### src/mips_exc_pkg.sv
package mips_exc_pkg;

    typedef logic [31:0] word_t;
    typedef logic [4:0]  exc_code_t;
    typedef logic [7:0]  irq_t;
    typedef logic [4:0]  cp0_addr_t;

    typedef enum logic [1:0] {
        SIZE_BYTE = 2'd0,
        SIZE_HALF = 2'd1,
        SIZE_WORD = 2'd2
    } size_t;

    // Cause.ExcCode values
    localparam exc_code_t EXC_INT  = 5'd0;
    localparam exc_code_t EXC_ADEL = 5'd4;
    localparam exc_code_t EXC_ADES = 5'd5;
    localparam exc_code_t EXC_SYS  = 5'd8;
    localparam exc_code_t EXC_RI   = 5'd10;

    // CP0 register numbers, select 0 except EBase (sel 1 on real cores)
    localparam cp0_addr_t CP0_BADVADDR = 5'd8;
    localparam cp0_addr_t CP0_STATUS   = 5'd12;
    localparam cp0_addr_t CP0_CAUSE    = 5'd13;
    localparam cp0_addr_t CP0_EPC      = 5'd14;
    localparam cp0_addr_t CP0_EBASE    = 5'd15;

    // Exception vectors
    localparam word_t BOOT_EXC_BASE   = 32'hBFC0_0200;
    localparam word_t VEC_GENERAL_OFS = 32'h0000_0180;
    localparam word_t VEC_INT_OFS     = 32'h0000_0200;

    // Field positions in Status and Cause
    localparam int STATUS_IE_BIT  = 0;
    localparam int STATUS_EXL_BIT = 1;
    localparam int STATUS_BEV_BIT = 22;
    localparam int CAUSE_IV_BIT   = 23;
    localparam int CAUSE_BD_BIT   = 31;

    // Reset values
    localparam word_t RESET_PC_DEFAULT    = 32'hBFC0_0000;
    localparam word_t EBASE_RESET_DEFAULT = 32'h8000_0000;

endpackage

### src/addr_check.sv
`timescale 1ns/1ps

module addr_check (
    input  logic                 clk,
    input  logic                 rst_n,
    input  logic                 inst_valid,
    input  mips_exc_pkg::word_t  pc,
    input  logic                 in_delayslot,
    input  logic                 syscall,
    input  logic                 eret,
    input  logic                 invalid_inst,
    input  logic                 mem_read,
    input  logic                 mem_write,
    input  mips_exc_pkg::size_t  mem_size,
    input  mips_exc_pkg::word_t  mem_vaddr,
    output logic                 is_real_inst,
    output mips_exc_pkg::word_t  pc_value,
    output logic                 in_delayslot_q,
    output logic                 syscall_q,
    output logic                 eret_q,
    output logic                 invalid_inst_q,
    output logic                 data_we,
    output mips_exc_pkg::word_t  mem_access_vaddr,
    output logic                 iaddr_exp_illegal,
    output logic                 daddr_exp_illegal
);
    import mips_exc_pkg::*;

    logic iaddr_bad;
    logic size_misaligned;
    logic daddr_bad;

    assign iaddr_bad = (pc[1:0] != 2'b00);

    always_comb begin
        case (mem_size)
            SIZE_HALF: size_misaligned = mem_vaddr[0];
            SIZE_WORD: size_misaligned = (mem_vaddr[1:0] != 2'b00);
            default:   size_misaligned = 1'b0; // Byte access never faults
        endcase
    end

    assign daddr_bad = (mem_read | mem_write) & size_misaligned;

    always_ff @(posedge clk or negedge rst_n) begin
        if (!rst_n) begin
            is_real_inst      <= 1'b0;
            in_delayslot_q    <= 1'b0;
            syscall_q         <= 1'b0;
            eret_q            <= 1'b0;
            invalid_inst_q    <= 1'b0;
            data_we           <= 1'b0;
            iaddr_exp_illegal <= 1'b0;
            daddr_exp_illegal <= 1'b0;
        end else begin
            is_real_inst      <= inst_valid;
            in_delayslot_q    <= inst_valid & in_delayslot;
            syscall_q         <= inst_valid & syscall;
            eret_q            <= inst_valid & eret;
            invalid_inst_q    <= inst_valid & invalid_inst;
            data_we           <= inst_valid & mem_write;
            iaddr_exp_illegal <= inst_valid & iaddr_bad;
            daddr_exp_illegal <= inst_valid & daddr_bad;
        end
    end

    always_ff @(posedge clk) begin
        pc_value         <= pc;
        mem_access_vaddr <= mem_vaddr;
    end

endmodule

### src/exception.sv
`timescale 1ns/1ps

module exception (
    input  logic                     is_real_inst,
    input  mips_exc_pkg::word_t      pc_value,
    input  logic                     in_delayslot,
    input  logic                     syscall,
    input  logic                     eret,
    input  logic                     invalid_inst,
    input  logic                     data_we,
    input  mips_exc_pkg::word_t      mem_access_vaddr,
    input  logic                     iaddr_exp_illegal,
    input  logic                     daddr_exp_illegal,
    input  mips_exc_pkg::irq_t       interrupt_flags,
    input  logic                     allow_int,
    input  logic [19:0]              ebase_in,
    input  mips_exc_pkg::word_t      epc_in,
    input  logic                     special_int_vec,
    input  logic                     boot_exp_vec,
    output logic                     flush,
    output logic                     cp0_wr_exp,
    output logic                     cp0_clean_exl,
    output mips_exc_pkg::word_t      exp_epc,
    output mips_exc_pkg::exc_code_t  exp_code,
    output mips_exc_pkg::word_t      exp_bad_vaddr,
    output logic                     cp0_badv_we,
    output mips_exc_pkg::word_t      exception_new_pc
);
    import mips_exc_pkg::*;

    word_t exception_base;
    logic  int_taken;

    assign exception_base = boot_exp_vec ? BOOT_EXC_BASE : {ebase_in, 12'h000};
    assign int_taken      = is_real_inst & allow_int & (interrupt_flags != '0);

    // Strict priority, one event per instruction
    always_comb begin
        flush            = 1'b1;
        cp0_wr_exp       = 1'b1;
        cp0_clean_exl    = 1'b0;
        cp0_badv_we      = 1'b0;
        exp_code         = EXC_INT;
        exp_bad_vaddr    = '0;
        exp_epc          = in_delayslot ? (pc_value - 32'd4) : pc_value;
        exception_new_pc = exception_base + VEC_GENERAL_OFS;

        if (int_taken) begin
            if (special_int_vec) begin
                exception_new_pc = exception_base + VEC_INT_OFS;
            end
        end else if (iaddr_exp_illegal) begin
            exp_code      = EXC_ADEL;
            exp_bad_vaddr = pc_value;
            cp0_badv_we   = 1'b1;
        end else if (syscall) begin
            exp_code = EXC_SYS;
        end else if (invalid_inst) begin
            exp_code = EXC_RI;
        end else if (eret) begin
            // Return, not an entry
            cp0_wr_exp       = 1'b0;
            cp0_clean_exl    = 1'b1;
            exception_new_pc = epc_in;
        end else if (daddr_exp_illegal) begin
            exp_code      = data_we ? EXC_ADES : EXC_ADEL;
            exp_bad_vaddr = mem_access_vaddr;
            cp0_badv_we   = 1'b1;
        end else begin
            flush      = 1'b0;
            cp0_wr_exp = 1'b0;
        end
    end

endmodule

### src/cp0_regs.sv
`timescale 1ns/1ps

module cp0_regs #(
    parameter mips_exc_pkg::word_t EBASE_RESET = mips_exc_pkg::EBASE_RESET_DEFAULT
) (
    input  logic                     clk,
    input  logic                     rst_n,
    input  logic [5:0]               hw_int,
    input  logic                     cp0_we,
    input  mips_exc_pkg::cp0_addr_t  cp0_waddr,
    input  mips_exc_pkg::word_t      cp0_wdata,
    input  logic                     cp0_wr_exp,
    input  logic                     cp0_clean_exl,
    input  logic                     cp0_badv_we,
    input  mips_exc_pkg::exc_code_t  exp_code,
    input  mips_exc_pkg::word_t      exp_epc,
    input  mips_exc_pkg::word_t      exp_bad_vaddr,
    input  logic                     in_delayslot,
    output mips_exc_pkg::word_t      status,
    output mips_exc_pkg::word_t      cause,
    output mips_exc_pkg::word_t      epc,
    output mips_exc_pkg::word_t      badvaddr,
    output mips_exc_pkg::irq_t       interrupt_flags,
    output logic                     allow_int,
    output logic [19:0]              ebase_out,
    output logic                     special_int_vec,
    output logic                     boot_exp_vec
);
    import mips_exc_pkg::*;

    logic      st_bev;
    irq_t      st_im;
    logic      st_exl;
    logic      st_ie;
    logic      ca_bd;
    logic      ca_iv;
    logic [5:0] ca_ip_hw;
    logic [1:0] ca_ip_sw;
    exc_code_t ca_exc_code;
    logic [19:0] ebase_page;
    irq_t      pending;
    logic      sw_write;

    assign sw_write = cp0_we & ~cp0_wr_exp & ~cp0_clean_exl; // Strobes win
    assign pending  = {ca_ip_hw, ca_ip_sw};

    always_ff @(posedge clk or negedge rst_n) begin
        if (!rst_n) begin
            st_bev      <= 1'b1;
            st_im       <= '0;
            st_exl      <= 1'b0;
            st_ie       <= 1'b0;
            ca_bd       <= 1'b0;
            ca_iv       <= 1'b0;
            ca_ip_hw    <= '0;
            ca_ip_sw    <= '0;
            ca_exc_code <= EXC_INT;
            epc         <= '0;
            badvaddr    <= '0;
            ebase_page  <= EBASE_RESET[31:12];
        end else begin
            ca_ip_hw <= hw_int; // Sampled every cycle
            if (cp0_wr_exp) begin
                st_exl      <= 1'b1;
                ca_exc_code <= exp_code;
                if (!st_exl) begin // Nested entry keeps EPC and BD
                    epc   <= exp_epc;
                    ca_bd <= in_delayslot;
                end
                if (cp0_badv_we) begin
                    badvaddr <= exp_bad_vaddr;
                end
            end else if (cp0_clean_exl) begin
                st_exl <= 1'b0;
            end else if (sw_write) begin
                case (cp0_waddr)
                    CP0_STATUS: begin
                        st_bev <= cp0_wdata[STATUS_BEV_BIT];
                        st_im  <= cp0_wdata[15:8];
                        st_exl <= cp0_wdata[STATUS_EXL_BIT];
                        st_ie  <= cp0_wdata[STATUS_IE_BIT];
                    end
                    CP0_CAUSE: begin
                        ca_iv    <= cp0_wdata[CAUSE_IV_BIT];
                        ca_ip_sw <= cp0_wdata[9:8];
                    end
                    CP0_EPC:      epc <= cp0_wdata;
                    CP0_EBASE:    ebase_page <= cp0_wdata[31:12];
                    CP0_BADVADDR: ; // Read only
                    default:      ;
                endcase
            end
        end
    end

    assign status = {9'b0, st_bev, 6'b0, st_im, 6'b0, st_exl, st_ie};
    assign cause  = {ca_bd, 7'b0, ca_iv, 7'b0, pending, 1'b0, ca_exc_code, 2'b0};

    assign interrupt_flags = pending & st_im;
    assign allow_int       = st_ie & ~st_exl;
    assign ebase_out       = ebase_page;
    assign special_int_vec = ca_iv;
    assign boot_exp_vec    = st_bev;

endmodule

### src/fetch_pc.sv
`timescale 1ns/1ps

module fetch_pc #(
    parameter mips_exc_pkg::word_t RESET_PC = mips_exc_pkg::RESET_PC_DEFAULT
) (
    input  logic                 clk,
    input  logic                 rst_n,
    input  logic                 fetch_advance,
    input  logic                 flush,
    input  mips_exc_pkg::word_t  exception_new_pc,
    output mips_exc_pkg::word_t  fetch_pc
);
    import mips_exc_pkg::*;

    word_t pc_next;

    always_comb begin
        if (flush) begin
            pc_next = exception_new_pc; // Redirect beats advance
        end else if (fetch_advance) begin
            pc_next = fetch_pc + 32'd4;
        end else begin
            pc_next = fetch_pc;
        end
    end

    always_ff @(posedge clk or negedge rst_n) begin
        if (!rst_n) begin
            fetch_pc <= RESET_PC;
        end else begin
            fetch_pc <= pc_next;
        end
    end

endmodule

### src/exc_top.sv
`timescale 1ns/1ps

module exc_top #(
    parameter mips_exc_pkg::word_t RESET_PC    = mips_exc_pkg::RESET_PC_DEFAULT,
    parameter mips_exc_pkg::word_t EBASE_RESET = mips_exc_pkg::EBASE_RESET_DEFAULT
) (
    input  logic                     clk,
    input  logic                     rst_n,
    input  logic                     inst_valid,
    input  mips_exc_pkg::word_t      pc,
    input  logic                     in_delayslot,
    input  logic                     syscall,
    input  logic                     eret,
    input  logic                     invalid_inst,
    input  logic                     mem_read,
    input  logic                     mem_write,
    input  mips_exc_pkg::size_t      mem_size,
    input  mips_exc_pkg::word_t      mem_vaddr,
    input  logic [5:0]               hw_int,
    input  logic                     cp0_we,
    input  mips_exc_pkg::cp0_addr_t  cp0_waddr,
    input  mips_exc_pkg::word_t      cp0_wdata,
    input  logic                     fetch_advance,
    output logic                     redirect,
    output mips_exc_pkg::word_t      new_pc,
    output mips_exc_pkg::word_t      fetch_pc,
    output mips_exc_pkg::word_t      status,
    output mips_exc_pkg::word_t      cause,
    output mips_exc_pkg::word_t      epc,
    output mips_exc_pkg::word_t      badvaddr
);
    import mips_exc_pkg::*;

    logic      is_real_inst;
    word_t     pc_value;
    logic      in_delayslot_q;
    logic      syscall_q;
    logic      eret_q;
    logic      invalid_inst_q;
    logic      data_we;
    word_t     mem_access_vaddr;
    logic      iaddr_exp_illegal;
    logic      daddr_exp_illegal;
    irq_t      interrupt_flags;
    logic      allow_int;
    logic [19:0] ebase;
    logic      special_int_vec;
    logic      boot_exp_vec;
    logic      cp0_wr_exp;
    logic      cp0_clean_exl;
    logic      cp0_badv_we;
    exc_code_t exp_code;
    word_t     exp_epc;
    word_t     exp_bad_vaddr;

    addr_check u_addr_check (
        .clk               (clk),
        .rst_n             (rst_n),
        .inst_valid        (inst_valid),
        .pc                (pc),
        .in_delayslot      (in_delayslot),
        .syscall           (syscall),
        .eret              (eret),
        .invalid_inst      (invalid_inst),
        .mem_read          (mem_read),
        .mem_write         (mem_write),
        .mem_size          (mem_size),
        .mem_vaddr         (mem_vaddr),
        .is_real_inst      (is_real_inst),
        .pc_value          (pc_value),
        .in_delayslot_q    (in_delayslot_q),
        .syscall_q         (syscall_q),
        .eret_q            (eret_q),
        .invalid_inst_q    (invalid_inst_q),
        .data_we           (data_we),
        .mem_access_vaddr  (mem_access_vaddr),
        .iaddr_exp_illegal (iaddr_exp_illegal),
        .daddr_exp_illegal (daddr_exp_illegal)
    );

    exception u_exception (
        .is_real_inst      (is_real_inst),
        .pc_value          (pc_value),
        .in_delayslot      (in_delayslot_q),
        .syscall           (syscall_q),
        .eret              (eret_q),
        .invalid_inst      (invalid_inst_q),
        .data_we           (data_we),
        .mem_access_vaddr  (mem_access_vaddr),
        .iaddr_exp_illegal (iaddr_exp_illegal),
        .daddr_exp_illegal (daddr_exp_illegal),
        .interrupt_flags   (interrupt_flags),
        .allow_int         (allow_int),
        .ebase_in          (ebase),
        .epc_in            (epc),
        .special_int_vec   (special_int_vec),
        .boot_exp_vec      (boot_exp_vec),
        .flush             (redirect),
        .cp0_wr_exp        (cp0_wr_exp),
        .cp0_clean_exl     (cp0_clean_exl),
        .exp_epc           (exp_epc),
        .exp_code          (exp_code),
        .exp_bad_vaddr     (exp_bad_vaddr),
        .cp0_badv_we       (cp0_badv_we),
        .exception_new_pc  (new_pc)
    );

    cp0_regs #(
        .EBASE_RESET (EBASE_RESET)
    ) u_cp0_regs (
        .clk             (clk),
        .rst_n           (rst_n),
        .hw_int          (hw_int),
        .cp0_we          (cp0_we),
        .cp0_waddr       (cp0_waddr),
        .cp0_wdata       (cp0_wdata),
        .cp0_wr_exp      (cp0_wr_exp),
        .cp0_clean_exl   (cp0_clean_exl),
        .cp0_badv_we     (cp0_badv_we),
        .exp_code        (exp_code),
        .exp_epc         (exp_epc),
        .exp_bad_vaddr   (exp_bad_vaddr),
        .in_delayslot    (in_delayslot_q),
        .status          (status),
        .cause           (cause),
        .epc             (epc),
        .badvaddr        (badvaddr),
        .interrupt_flags (interrupt_flags),
        .allow_int       (allow_int),
        .ebase_out       (ebase),
        .special_int_vec (special_int_vec),
        .boot_exp_vec    (boot_exp_vec)
    );

    fetch_pc #(
        .RESET_PC (RESET_PC)
    ) u_fetch_pc (
        .clk              (clk),
        .rst_n            (rst_n),
        .fetch_advance    (fetch_advance),
        .flush            (redirect),
        .exception_new_pc (new_pc),
        .fetch_pc         (fetch_pc)
    );

endmodule

### config.mk
export PLATFORM = sky130hd
export DESIGN_NAME = exc_top
export DESIGN_NICKNAME = d
export VERILOG_FILES = /design/src/mips_exc_pkg.sv /design/src/addr_check.sv /design/src/exception.sv /design/src/cp0_regs.sv /design/src/fetch_pc.sv /design/src/exc_top.sv
export SDC_FILE = /design/constraint.sdc
export NUM_CORES = 1
export LEC_CHECK = 0
export BUFFER_PORTS_ARGS = -buffer_cell sky130_fd_sc_hd__buf_2
export CORE_MARGIN = 5
export CORE_UTILIZATION = 40
export CTS_BUF_LIST = sky130_fd_sc_hd__clkbuf_4 sky130_fd_sc_hd__clkbuf_8
export CTS_CLUSTER_DIAMETER = 200
export DETAILED_ROUTE_END_ITERATION = 10
export PLACE_DENSITY_LB_ADDON = 0.1
export SYNTH_ARGS = -nofsm -noshare
export SYNTH_HDL_FRONTEND = slang
export SYNTH_SLANG_ARGS = --single-unit
### constraint.sdc
create_clock -name clk -period 6 [get_ports clk]
set_input_delay 0.9 -clock clk [delete_from_list [all_inputs] [get_ports clk]]
set_output_delay 0.9 -clock clk [all_outputs]
set_load 0.005 [all_outputs]
Word level (Yosys, flattened, before mapping). Cells that the tools add are included.

Divide/modulo/power cells: 0. Equal/unequal tests: 8. Shift operators: 0. Bitwise logic cells: 18. $add $sub $neg: 4. Muxes and demuxes: 53. Reductions and logical operators: 15. Order comparisons: 0. $mul: 0.

Operator list (count): 2-to-1 mux 32 bit (21); adder 32 x 10 -> 32 bit (second input constant) (1); adder 32 x 3 -> 32 bit (second input constant) (1); adder 32 x 9 -> 32 bit (second input constant) (1); subtractor 32 x 3 -> 32 bit (second input constant) (1); 2-to-1 mux 5 bit (6); 2-to-1 mux 1 bit (25); equality test 5 x 4 -> 1 bit (second input constant) (4); AND reduction 4 bit (4); AND 1 bit (13); nonzero test 2 bit (5); AND 8 bit (1); nonzero test 8 bit (1); AND reduction 2 bit (3); nonzero test 3 bit (2); inverter 1 bit (3); equality test 2 x 1 -> 1 bit (second input constant) (1); equality test 2 bit (second input constant) (1); != test 2 x 1 -> 1 bit (second input constant) (1); != test 2 bit (second input constant) (1); one-hot mux 1 bit (2 select lines) (1); OR 1 bit (1).

Input bits: 120. Word-level logic and storage cells: 121. Memory bits (read-only): 0. Memories: 0. Flip-flop bits (word level): 214. RAM bits: 0. Bits in latches: 0.

Depth between registers and ports, before layout. Gate-level depths: netlist of the first run.

Word-level depth: 12. Mapped depth: 10. Gate-level depth less buffers: 8.

Hierarchy. From an unflattened synthesis of the first run, not the netlist that was laid out.

Cell total of the unflattened synthesis: 885. Area total of the unflattened synthesis: 10103.4 um^2.

By module, submodules not included: cp0_regs (area an instance 4967.3 um^2, times used 1, cells an instance 324); exception (area an instance 1815.5 um^2, times used 1, cells an instance 293); fetch_pc (area an instance 1741.7 um^2, times used 1, cells an instance 183); addr_check (area an instance 1579.0 um^2, times used 1, cells an instance 85).

Worst setup path after synthesis of the first run. No wires, ideal clock.

Kind: register -> output. From: reg u_addr_check.iaddr_exp_illegal. To: out new_pc[9]. Setup slack: 3212 ps. Arrival time: 1888 ps. Stages on the path, launching flop included: 7. Data required time: 5100 ps. Cell sequence: dfrtp_1 > buf_2 > nor3_1 > and2_1 > clkbuf_1 > mux2_2 > mux2_2.

Word-level cells in the longest chain between the ends: 2.

Ends and longest elaborated chain: from (decl) (RTL line addr_check.sv:24) `output logic iaddr_exp_illegal,`; from (signal assigned) (RTL line addr_check.sv:62) `iaddr_exp_illegal <= inst_valid & iaddr_bad;`; 2-to-1 mux 32 bit (RTL line exception.sv:52) `end else if (iaddr_exp_illegal) begin`; 2-to-1 mux 32 bit (RTL line exception.sv:48) `if (int_taken) begin`; to (decl) (RTL line exc_top.sv:25) `output mips_exc_pkg::word_t new_pc,`.

Every way passes these cells.

Worst setup path after layout of the first run.
From: reg u_cp0_regs.st_im[4]. To: out redirect.

Word-level cells in the longest chain between the ends: 4.

Ends and longest elaborated chain: from (decl) (RTL line cp0_regs.sv:32) `irq_t st_im;`; from (signal assigned) (RTL line cp0_regs.sv:79) `st_im <= cp0_wdata[15:8];`; AND 8 bit (RTL line cp0_regs.sv:99) `assign interrupt_flags = pending & st_im;`; nonzero test 8 bit (RTL line exception.sv:35) `assign int_taken = is_real_inst & allow_int & (interrupt_flags != '0);`; AND 1 bit (RTL line exception.sv:35); 2-to-1 mux 1 bit (RTL line exception.sv:48); to (decl) (RTL line exc_top.sv:24) `output logic redirect,`.

Every way passes these cells.

==> flow_summary.ini, run 1 <==
[setup_path]
critPathBufInv = 4
worstSetupStartpointType = flip-flop
required_ps = 5100
worstPathMaxFanout = 29
cpMostUsedCell = buf_4
crit_family = buffers and inverters
cp_slowest_cell = and3_1
path_cells = a22o_1, a221oi_1, a311o_1, buf_4, and3_1, buf_4, inv_1, buf_2
cp-end-kind = primary output
critPathMaxStageDelay_ps = 550
crit_type = flip-flop to primary output
arrival_ps = 3510

[cts]
postCtsSetupRepairBufs = 0
cts.clk_slew.worst_paths_ps = 60
insertion_delay_ps = 520
cts_root_buf = clkbuf_8
cts_made_buffers = 38
tritoncts = built
ctsHoldBuffers = 0
cts_sinks = 213
cts.repair.resized = 0
cts_max_level = 2
cts.path.max_buffers = 3

[detailed_routing]
antenna_left = 0
routed_wl_um = 28300
met1_length_um = 12900
route.met3.wl_um = 2430
highest_layer = met5
vias_per_cell = 4.90
drc_errors = 0
first_pass_iters = 5
drtIter0Drc = 458
routed-wl-met2_um = 12300
detail_route.wl_per_cell_um = 18.9
vias = 7308

[timing]
setup_viol = 0
fin_setup_tns_ps = 0
slew_headroom = 0.348
rsz0062_at_grt = no
min_period_over_period = 0.735
fin_worst_skew_ps = 16.4
min_period_ps = 4410
fmax_mhz = 227
slew_violations = 0
worst_slew_pin_slew_ps = 977
hold_viol = 0

[placed_design]
dp_hpwl_um = 21100
place.gp.congestion = 0.891
portBuffers = 273

[global_routing]
grt.total_usage = 0.208
grt_pass1_wl_um = 43000
grt_pass1_vias = 7347
antenna_found_initial = 8
grt_max_degree = 94
grt-ovfl-total = 0

[finish]
drive_gt1_frac = 0.358
final_cell_mix = buf_2, dfrtp_1, nand2_1
multiInputGateArea_sq_um = 3890
register_area_sq_um = 5020
finish.net_count = 1277
post-route-util = 0.507
final_common_cell = buf_2
fillers = 2154
area.growth.synth_to_final_pct = 24.4

[floorplan]
start_util = 0.408
num_io_pins = 313
die_w_um = 162
fp.dieH_um = 162
die-area_sq_um = 26400
rows = 55
coreArea_sq_um = 22800

[synth]
syn_area_per_cell_sq_um = 10.6
synth-edff-count = 0
synth_cell_type_count = 54
async_flop_share = 0.700
ys_warn_count = 0
yosys_register_bits = 213
ys_top_cells_by_area = dfrtp_1, dfxtp_1, mux2_2
yosysSeqAreaShare = 0.541
syn_area_sq_um = 9280
synthCells = 878
ys.flop_type = dfrtp_1
yosysTopAreaCellShare = 0.372
synth_top_cell_by_area = dfrtp_1

[worst_hold_path]
hp-class = input port to asynchronous set/reset pin

[pwr]
power.density_cell_area_nw_per_um2 = 334
vdd_drop_max_v = 0.000193
p_leak_nw = 5.71

[run_status]
outcome = complete, no violations

[run]
drv_cap = 0
-- logic make-up after synthesis --
family | share of synthesized area
mux | 0.111
buf+inv | 0.0574
flops | 0.541
compound gates | 0.0832
fa+ha+maj | 0.00674
simple gates | 0.147
xor+xnor | 0.0528
other cells | 0.000404
-- cells in the mapped netlist, types with 19 or more instances --
cell type and n:
dfrtp_1 138, nor2_1 57, nand2_1 95, nor3_1 30, clkbuf_1 33, mux2_2 55
dfxtp_1 64, buf_4 44, xnor2_1 29, o21ai_0 78, nand3_1 19, xor2_1 27
mux2i_1 41
-- routing by layer --
| metal | vias up | global-route usage |
|---|---|---|
| li1 | 3517 | - |
| met1 | 3431 | 0.293 |
| met2 | 295 | 0.309 |
| met3 | 53 | 0.0661 |
| met4 | 12 | 0.0615 |
| met5 | - | 0 |
-- area by class of cell --
type / count / area share
tap: 313 / 0.0339
sequential: 213 / 0.435
inverter: 8 / 0.00260
timing repair buffer: 282 / 0.125
clock inverter: 7 / 0.00401
clock buffer: 59 / 0.0632
antenna: 1 / 0.000217
multi-input combinational: 609 / 0.336
-- state kept, by name (all words and copies together) (netlist names), 2 cells and up --
name / flops
u_addr_check.mem_access_vaddr: 32
u_addr_check.pc_value: 32
u_cp0_regs.badvaddr: 32
u_cp0_regs.epc: 32
u_fetch_pc.fetch_pc: 32
u_cp0_regs.ebase_out: 20
u_cp0_regs.st_im: 8
u_cp0_regs.ca_ip_hw: 6
u_cp0_regs.ca_exc_code: 4
u_cp0_regs.ca_ip_sw: 2
-- worst paths after layout --
check	to	cells past startpoint	from	slack, ps
max in group asynchronous	u_cp0_regs.epc[25]$_DFFE_PN0P_	2	rst_n	4230
hold reg to reg	u_cp0_regs.ca_exc_code[2]$_DFFE_PN0N_	2	u_cp0_regs.ca_exc_code[2]$_DFFE_PN0N_	470
hold / removal	u_cp0_regs.epc[8]$_DFFE_PN0P_	1	rst_n	460
setup / recovery	redirect	8	u_cp0_regs.st_im[4]$_DFFE_PN0P_	1590
setup reg to reg	u_cp0_regs.ebase_out[15]$_DFFE_PN0P_	7	u_cp0_regs.st_im[4]$_DFFE_PN0P_	2410
min in group clk	u_addr_check.pc_value[21]$_DFF_P_	1	pc[21]	470
-- where the power goes --
group	internal (W)	total (W)	switching, W
clock	0.000776	0.00136	0.000588
sequential	0.00165	0.00185	0.000203
combinational	0.000313	0.000644	0.000331
-- per-stage QoR --
stage          hold slack [ps]  cell area (sq um)  setup slack, ps  total power [W]  std cells
4_1_cts                    438              11600             1580          0.00391       1491
6_report                   455              11600             1590          0.00386       1492
3_5_place_dp               461              10800             2160          0.00252       1425
2_1_floorplan              446               9430             3210          0.00213        916
3_3_place_gp               456              10800             2240          0.00251       1425
5_1_grt                    436              11600             1400          0.00407       1492
No activity file was read; power rests on OpenSTA's default activity.
==> run 2, diff against run 1 <==
ABC_AREA = 1   (was default)
clock period = 3.56 ns   (was 6 ns; I/O delays follow)
==> run 2 against run 1 <==
The run now ends with hold timing left. Clock power grew 80%. Largest cell class unchanged. Clock skew grew 3.6 ps. Synthesized cell count grew 53%. Critical path type unchanged. Cell count grew 33%. Count of clock-buffer cells in the layout grew 7. First-iteration DRC count grew 61%. Sequential power grew 66%.
==> flow_summary.ini, run 2 <==
[synth]
synth-edff-count = 0
synth_cell_type_count = 45
synth_top_cell_by_area = dfrtp_1
synthCells = 1347
ys_top_cells_by_count = nand2_1, dfrtp_1, nor2_1
yosysTopAreaCellShare = 0.335
ys.flop_type = dfrtp_1
async_flop_share = 0.700
yosysMostFrequentCell = nand2_1
yosysSeqAreaShare = 0.487
syn_area_sq_um = 10300
ys_top_cells_by_area = dfrtp_1, nand2_1, dfxtp_1
ys_warn_count = 0
syn_area_per_cell_sq_um = 7.66
yosys_register_bits = 213

[timing]
hold_viol = 5
fin_setup_tns_ps = 0
worst_slew_pin_slew_ps = 818
rsz0062_at_grt = no
min_period_ps = 3280
fin_worst_skew_ps = 20.0
slew_headroom = 0.454
setup_viol = 0
slew_violations = 0
hold-worst-slack_ps = -7.47
fmax_mhz = 304
min_period_over_period = 0.923

[detailed_routing]
vias_per_cell = 4.89
detail_route.wl_per_cell_um = 17.3
drtIter0Drc = 738
first_pass_iters = 6
drc_errors = 0
vias = 9705
routed_wl_um = 34300
antenna_left = 0

[floorplan]
die_w_um = 171
die-area_sq_um = 29100
num_io_pins = 313
coreArea_sq_um = 25300
start_util = 0.408
fp.dieH_um = 171
rows = 58

[pwr]
vdd_drop_max_v = 0.000370
p_leak_nw = 6.48
power.density_cell_area_nw_per_um2 = 541

[finish]
post-route-util = 0.498
diodes = 0
area.growth.synth_to_final_pct = 22.2
drive_gt1_frac = 0.236
final_cell_mix = nand2_1, buf_2, dfrtp_1
final_common_cell = nand2_1
layoutNonFillerInstCount = 1983
finish.net_count = 1748
design_area_sq_um = 12600
fillers = 2557

[cts]
ctsHoldBuffers = 0
cts_root_buf = clkbuf_8
cts_sinks = 213
tritoncts = built
cts.clk_slew.worst_paths_ps = 60
cts_max_level = 2
insertion_delay_ps = 530
cts.path.max_buffers = 3
cts.repair.resized = 0
cts_made_buffers = 39
postCtsSetupRepairBufs = 0

[setup_path]
required_ps = 3030
arrival_ps = 2750
crit_type = flip-flop to primary output
cp-end-kind = primary output
worstPathMaxFanout = 15
worstSetupStartpointType = flip-flop

[global_routing]
antenna_found_initial = 1
grt_pass1_wl_um = 53400
grt_pass1_vias = 9578
grt.total_usage = 0.233
grt_max_degree = 63
grt-ovfl-total = 0

[placed_design]
dp_hpwl_um = 26400
dp_cells = 1912
dpl_cell_area_sq_um = 11800
place.gp.congestion = 0.959
portBuffers = 273

[worst_hold_path]
hp-class = input port to asynchronous set/reset pin

[run_status]
outcome = finished with violations
violations = hold timing

[run]
drv_cap = 0
==> run 2: per-stage QoR <==
stage,setup WS [ps],hold slack [ps],power (W)
after floorplan,1530,238,0.00374
after global placement,952,446,0.00442
after detailed placement,869,448,0.00443
after CTS,280,5.29,0.00692
after global routing,76.5,16.0,0.00724
final,276,-7.47,0.00682
==> run 2: where the power goes <==
part / internal [W] / switching (W) / leakage, nW / total, W
Sequential: 0.00276 / 0.000310 / 2.30 / 0.00307
Combinational: 0.000520 / 0.000784 / 3.73 / 0.00130
Clock: 0.00144 / 0.00101 / 0.450 / 0.00245
==> run 2: cell type report <==
type	instances	area [sq um]	share of cell area
inverter	133	499	0.0396
tap	330	413	0.0327
clock buffer	66	777	0.0616
sequential	213	5020	0.398
multi-input combinational	948	4360	0.346
timing repair buffer	288	1490	0.118
clock inverter	5	50.0	0.00397
==> run 2: metal layers <==
metal / vias up / GRT usage / part of all wire
met1: 4476 / 0.307 / 0.43
li1: 4795 / - / -
met2: 364 / 0.381 / 0.46
met4: 2 / 0.0771 / 0.030
met5: - / 0 / 0.00038
met3: 68 / 0.0552 / 0.077
==> run 2: cells by family after synthesis <==
family | after synthesis | share of synthesized area
compound gates | 160 | 0.0892
xor+xnor | 23 | 0.0195
fa+ha+maj | 5 | 0.00606
buf+inv | 224 | 0.105
flops | 213 | 0.487
other cells | 1 | 0.000363
simple gates | 721 | 0.293
==> run 2: path summary, 6_finish.rpt <==
check	cells after the start	slack (ps)	startpoint	to
max reg2reg	10	890	u_cp0_regs.ca_ip_sw[0]$_DFFE_PN0P_	u_cp0_regs.epc[5]$_DFFE_PN0P_
min	1	-7	rst_n	u_fetch_pc.fetch_pc[5]$_DFFE_PN0P_
max	9	280	u_cp0_regs.ca_ip_sw[0]$_DFFE_PN0P_	new_pc[10]
max in group asynchronous	2	2610	rst_n	u_cp0_regs.badvaddr[11]$_DFFE_PN0P_
min reg2reg	2	450	u_addr_check.mem_access_vaddr[19]$_DFF_P_	u_cp0_regs.badvaddr[19]$_DFFE_PN0P_
min in group clk	1	100	pc[4]	u_addr_check.pc_value[4]$_DFF_P_
==> run 2: worst max-delay path: stages, from the launching register on <==
cell     delay, ps
dfrtp_1        400
nand2_1         80
nand2_1         50
nor2_1         110
nand2_1         80
nand2_1        340
nand2_2        310
buf_4          280
o21ai_0        380
buf_2          200
==> run 3, diff against run 2 <==
SETUP_SLACK_MARGIN = 0.4   (was default)
==> run 3 against run 2 <==
Clock power about the same. Critical path type unchanged. Non-clock buffer count unchanged. Critical path depth unchanged. Largest cell class unchanged. Sequential share of layout area about the same. Clock skew up 2.1 ps. Register-to-register slack better by 180 ps. Wire length about the same. First-iteration DRC count up 7.5%. Power about the same. The run still ends with hold timing left. Utilization about the same.
==> flow_summary.ini, run 3 (synthesis results as in run 2) <==
[run_status]
outcome = finished with violations
violations = hold timing

[floorplan]
coreArea_sq_um = 25300
die-area_sq_um = 29100
fp.dieH_um = 171
start_util = 0.408
rows = 58
num_io_pins = 313
die_w_um = 171

[timing]
hold-worst-slack_ps = -9.31
slew_headroom = 0.458
hold_viol = 6
rsz0062_at_grt = no
fin_worst_skew_ps = 22.1
setup_viol = 0
min_period_over_period = 0.827
layout_setup_ws_ps = 614
slew_violations = 0
min_period_ps = 2950
fmax_mhz = 339
fin_setup_tns_ps = 0
worst_slew_pin_slew_ps = 812

[finish]
final_cell_mix = nand2_1, buf_2, dfrtp_1
post-route-util = 0.498
drive_gt1_frac = 0.237
layoutNonFillerInstCount = 1983
final_common_cell = nand2_1
diodes = 0
finish.net_count = 1748
area.growth.synth_to_final_pct = 22.3

[global_routing]
use_met3 = 0.0552
grt_use_met2 = 0.381
top_usage_layer = met2
grt_pass1_vias = 9578
grt_pass1_wl_um = 53400
antenna_found_initial = 1
grt.total_usage = 0.233
grt-ovfl-total = 0
grt_max_degree = 63
gr-usage-met1 = 0.307

[worst_hold_path]
hp-class = input port to asynchronous set/reset pin

[setup_path]
r2r_end = u_cp0_regs.epc[5]$_DFFE_PN0P_
startpoint = u_cp0_regs.ca_ip_sw[0]$_DFFE_PN0P_
critPathBufInv = 2
r2r_start = u_cp0_regs.ca_ip_sw[0]$_DFFE_PN0P_
arrival_ps = 2410
cp_slowest_cell = dfrtp_1
worstPathMaxFanout = 15
crit_type = flip-flop to primary output
cpMostUsedCell = nand2_1
required_ps = 3030
cp-end-kind = primary output
rr_worst_depth = 10
worstSetupStartpointType = flip-flop
ff2ff_setup_slack_ps = 1070
crit_family = simple AND/OR/NAND/NOR gates
path_cells = nand2_1, nand2_1, nor2_1, nand2_1, nand2_2, nand2_4, buf_4, o21ai_0, buf_2
critPathMaxStageDelay_ps = 390

[pwr]
vdd_drop_max_v = 0.000370
p_leak_nw = 6.48
power.density_cell_area_nw_per_um2 = 541

[detailed_routing]
drc_errors = 0
detail_route.wl_per_cell_um = 17.3
vias_per_cell = 4.90
drtIter0Drc = 793
first_pass_iters = 5
antenna_left = 0
vias = 9724
routed_wl_um = 34300

[cts]
cts_root_buf = clkbuf_8
ctsHoldBuffers = 0
cts.path.max_buffers = 3
insertion_delay_ps = 530
tritoncts = built
cts.clk_slew.worst_paths_ps = 60
cts_made_buffers = 39
cts_sinks = 213
cts_max_level = 2

[placed_design]
portBuffers = 273
place_ws_ps = 869
dp_cells = 1912
dp_hpwl_um = 26400
place.gp.congestion = 0.959

[run]
drv_cap = 0
==> run 3: final cells by class <==
class                           instances  area [sq um]
Clock buffer                           66           777
Clock inverter                          5          50.0
Fill cell                            2558         12700
Inverter                              133           499
Multi-Input combinational cell        948          4370
Sequential cell                       213          5020
Tap cell                              330           413
Timing Repair Buffer                  288          1490
==> run 3: what timing repair did <==
item	CTS	global route
gates resized for setup	1	3
buffers inserted	0	0
setup endpoints to repair	8	13
==> run 3: worst register-to-register path, stage by stage (launching register included) <==
cell	delay (ps)
dfrtp_1	390
nand2_1	80
nand2_1	50
nor2_1	110
nand2_1	90
nand2_2	230
nand4_2	410
o21ai_4	370
buf_4	450
nand2_1	130
o21ai_1	110
==> run 3: where the power goes <==
group          internal (W)  switching, W  total, W
clock               0.00144       0.00101   0.00245
sequential          0.00276      0.000309   0.00307
combinational      0.000521      0.000785   0.00131
==> run 3: worst max path at each step <==
stage	end	slack (ps)	depth (start not counted)
floorplan	new_pc[26]	1530	11
global placement	new_pc[17]	950	9
detailed placement	new_pc[10]	870	9
CTS	new_pc[10]	450	9
global route	new_pc[12]	430	9
finish	new_pc[12]	610	9
==> run 3: layer usage <==
| metal | wire length [um] | part of all wire | up-vias |
|---|---|---|---|
| met5 | 13 | 0.00038 | - |
| met4 | 1040 | 0.030 | 2 |
| met1 | 14700 | 0.43 | 4507 |
| met3 | 2660 | 0.077 | 70 |
| met2 | 15900 | 0.46 | 352 |
| li1 | - | - | 4793 |
==> run 3: stage by stage <==
stage	instance area [sq um]	power (W)
detailed placement	11800	0.00443
global route	12600	0.00725
finish	12600	0.00683
CTS	12600	0.00692
global placement	11800	0.00442
floorplan	10500	0.00374
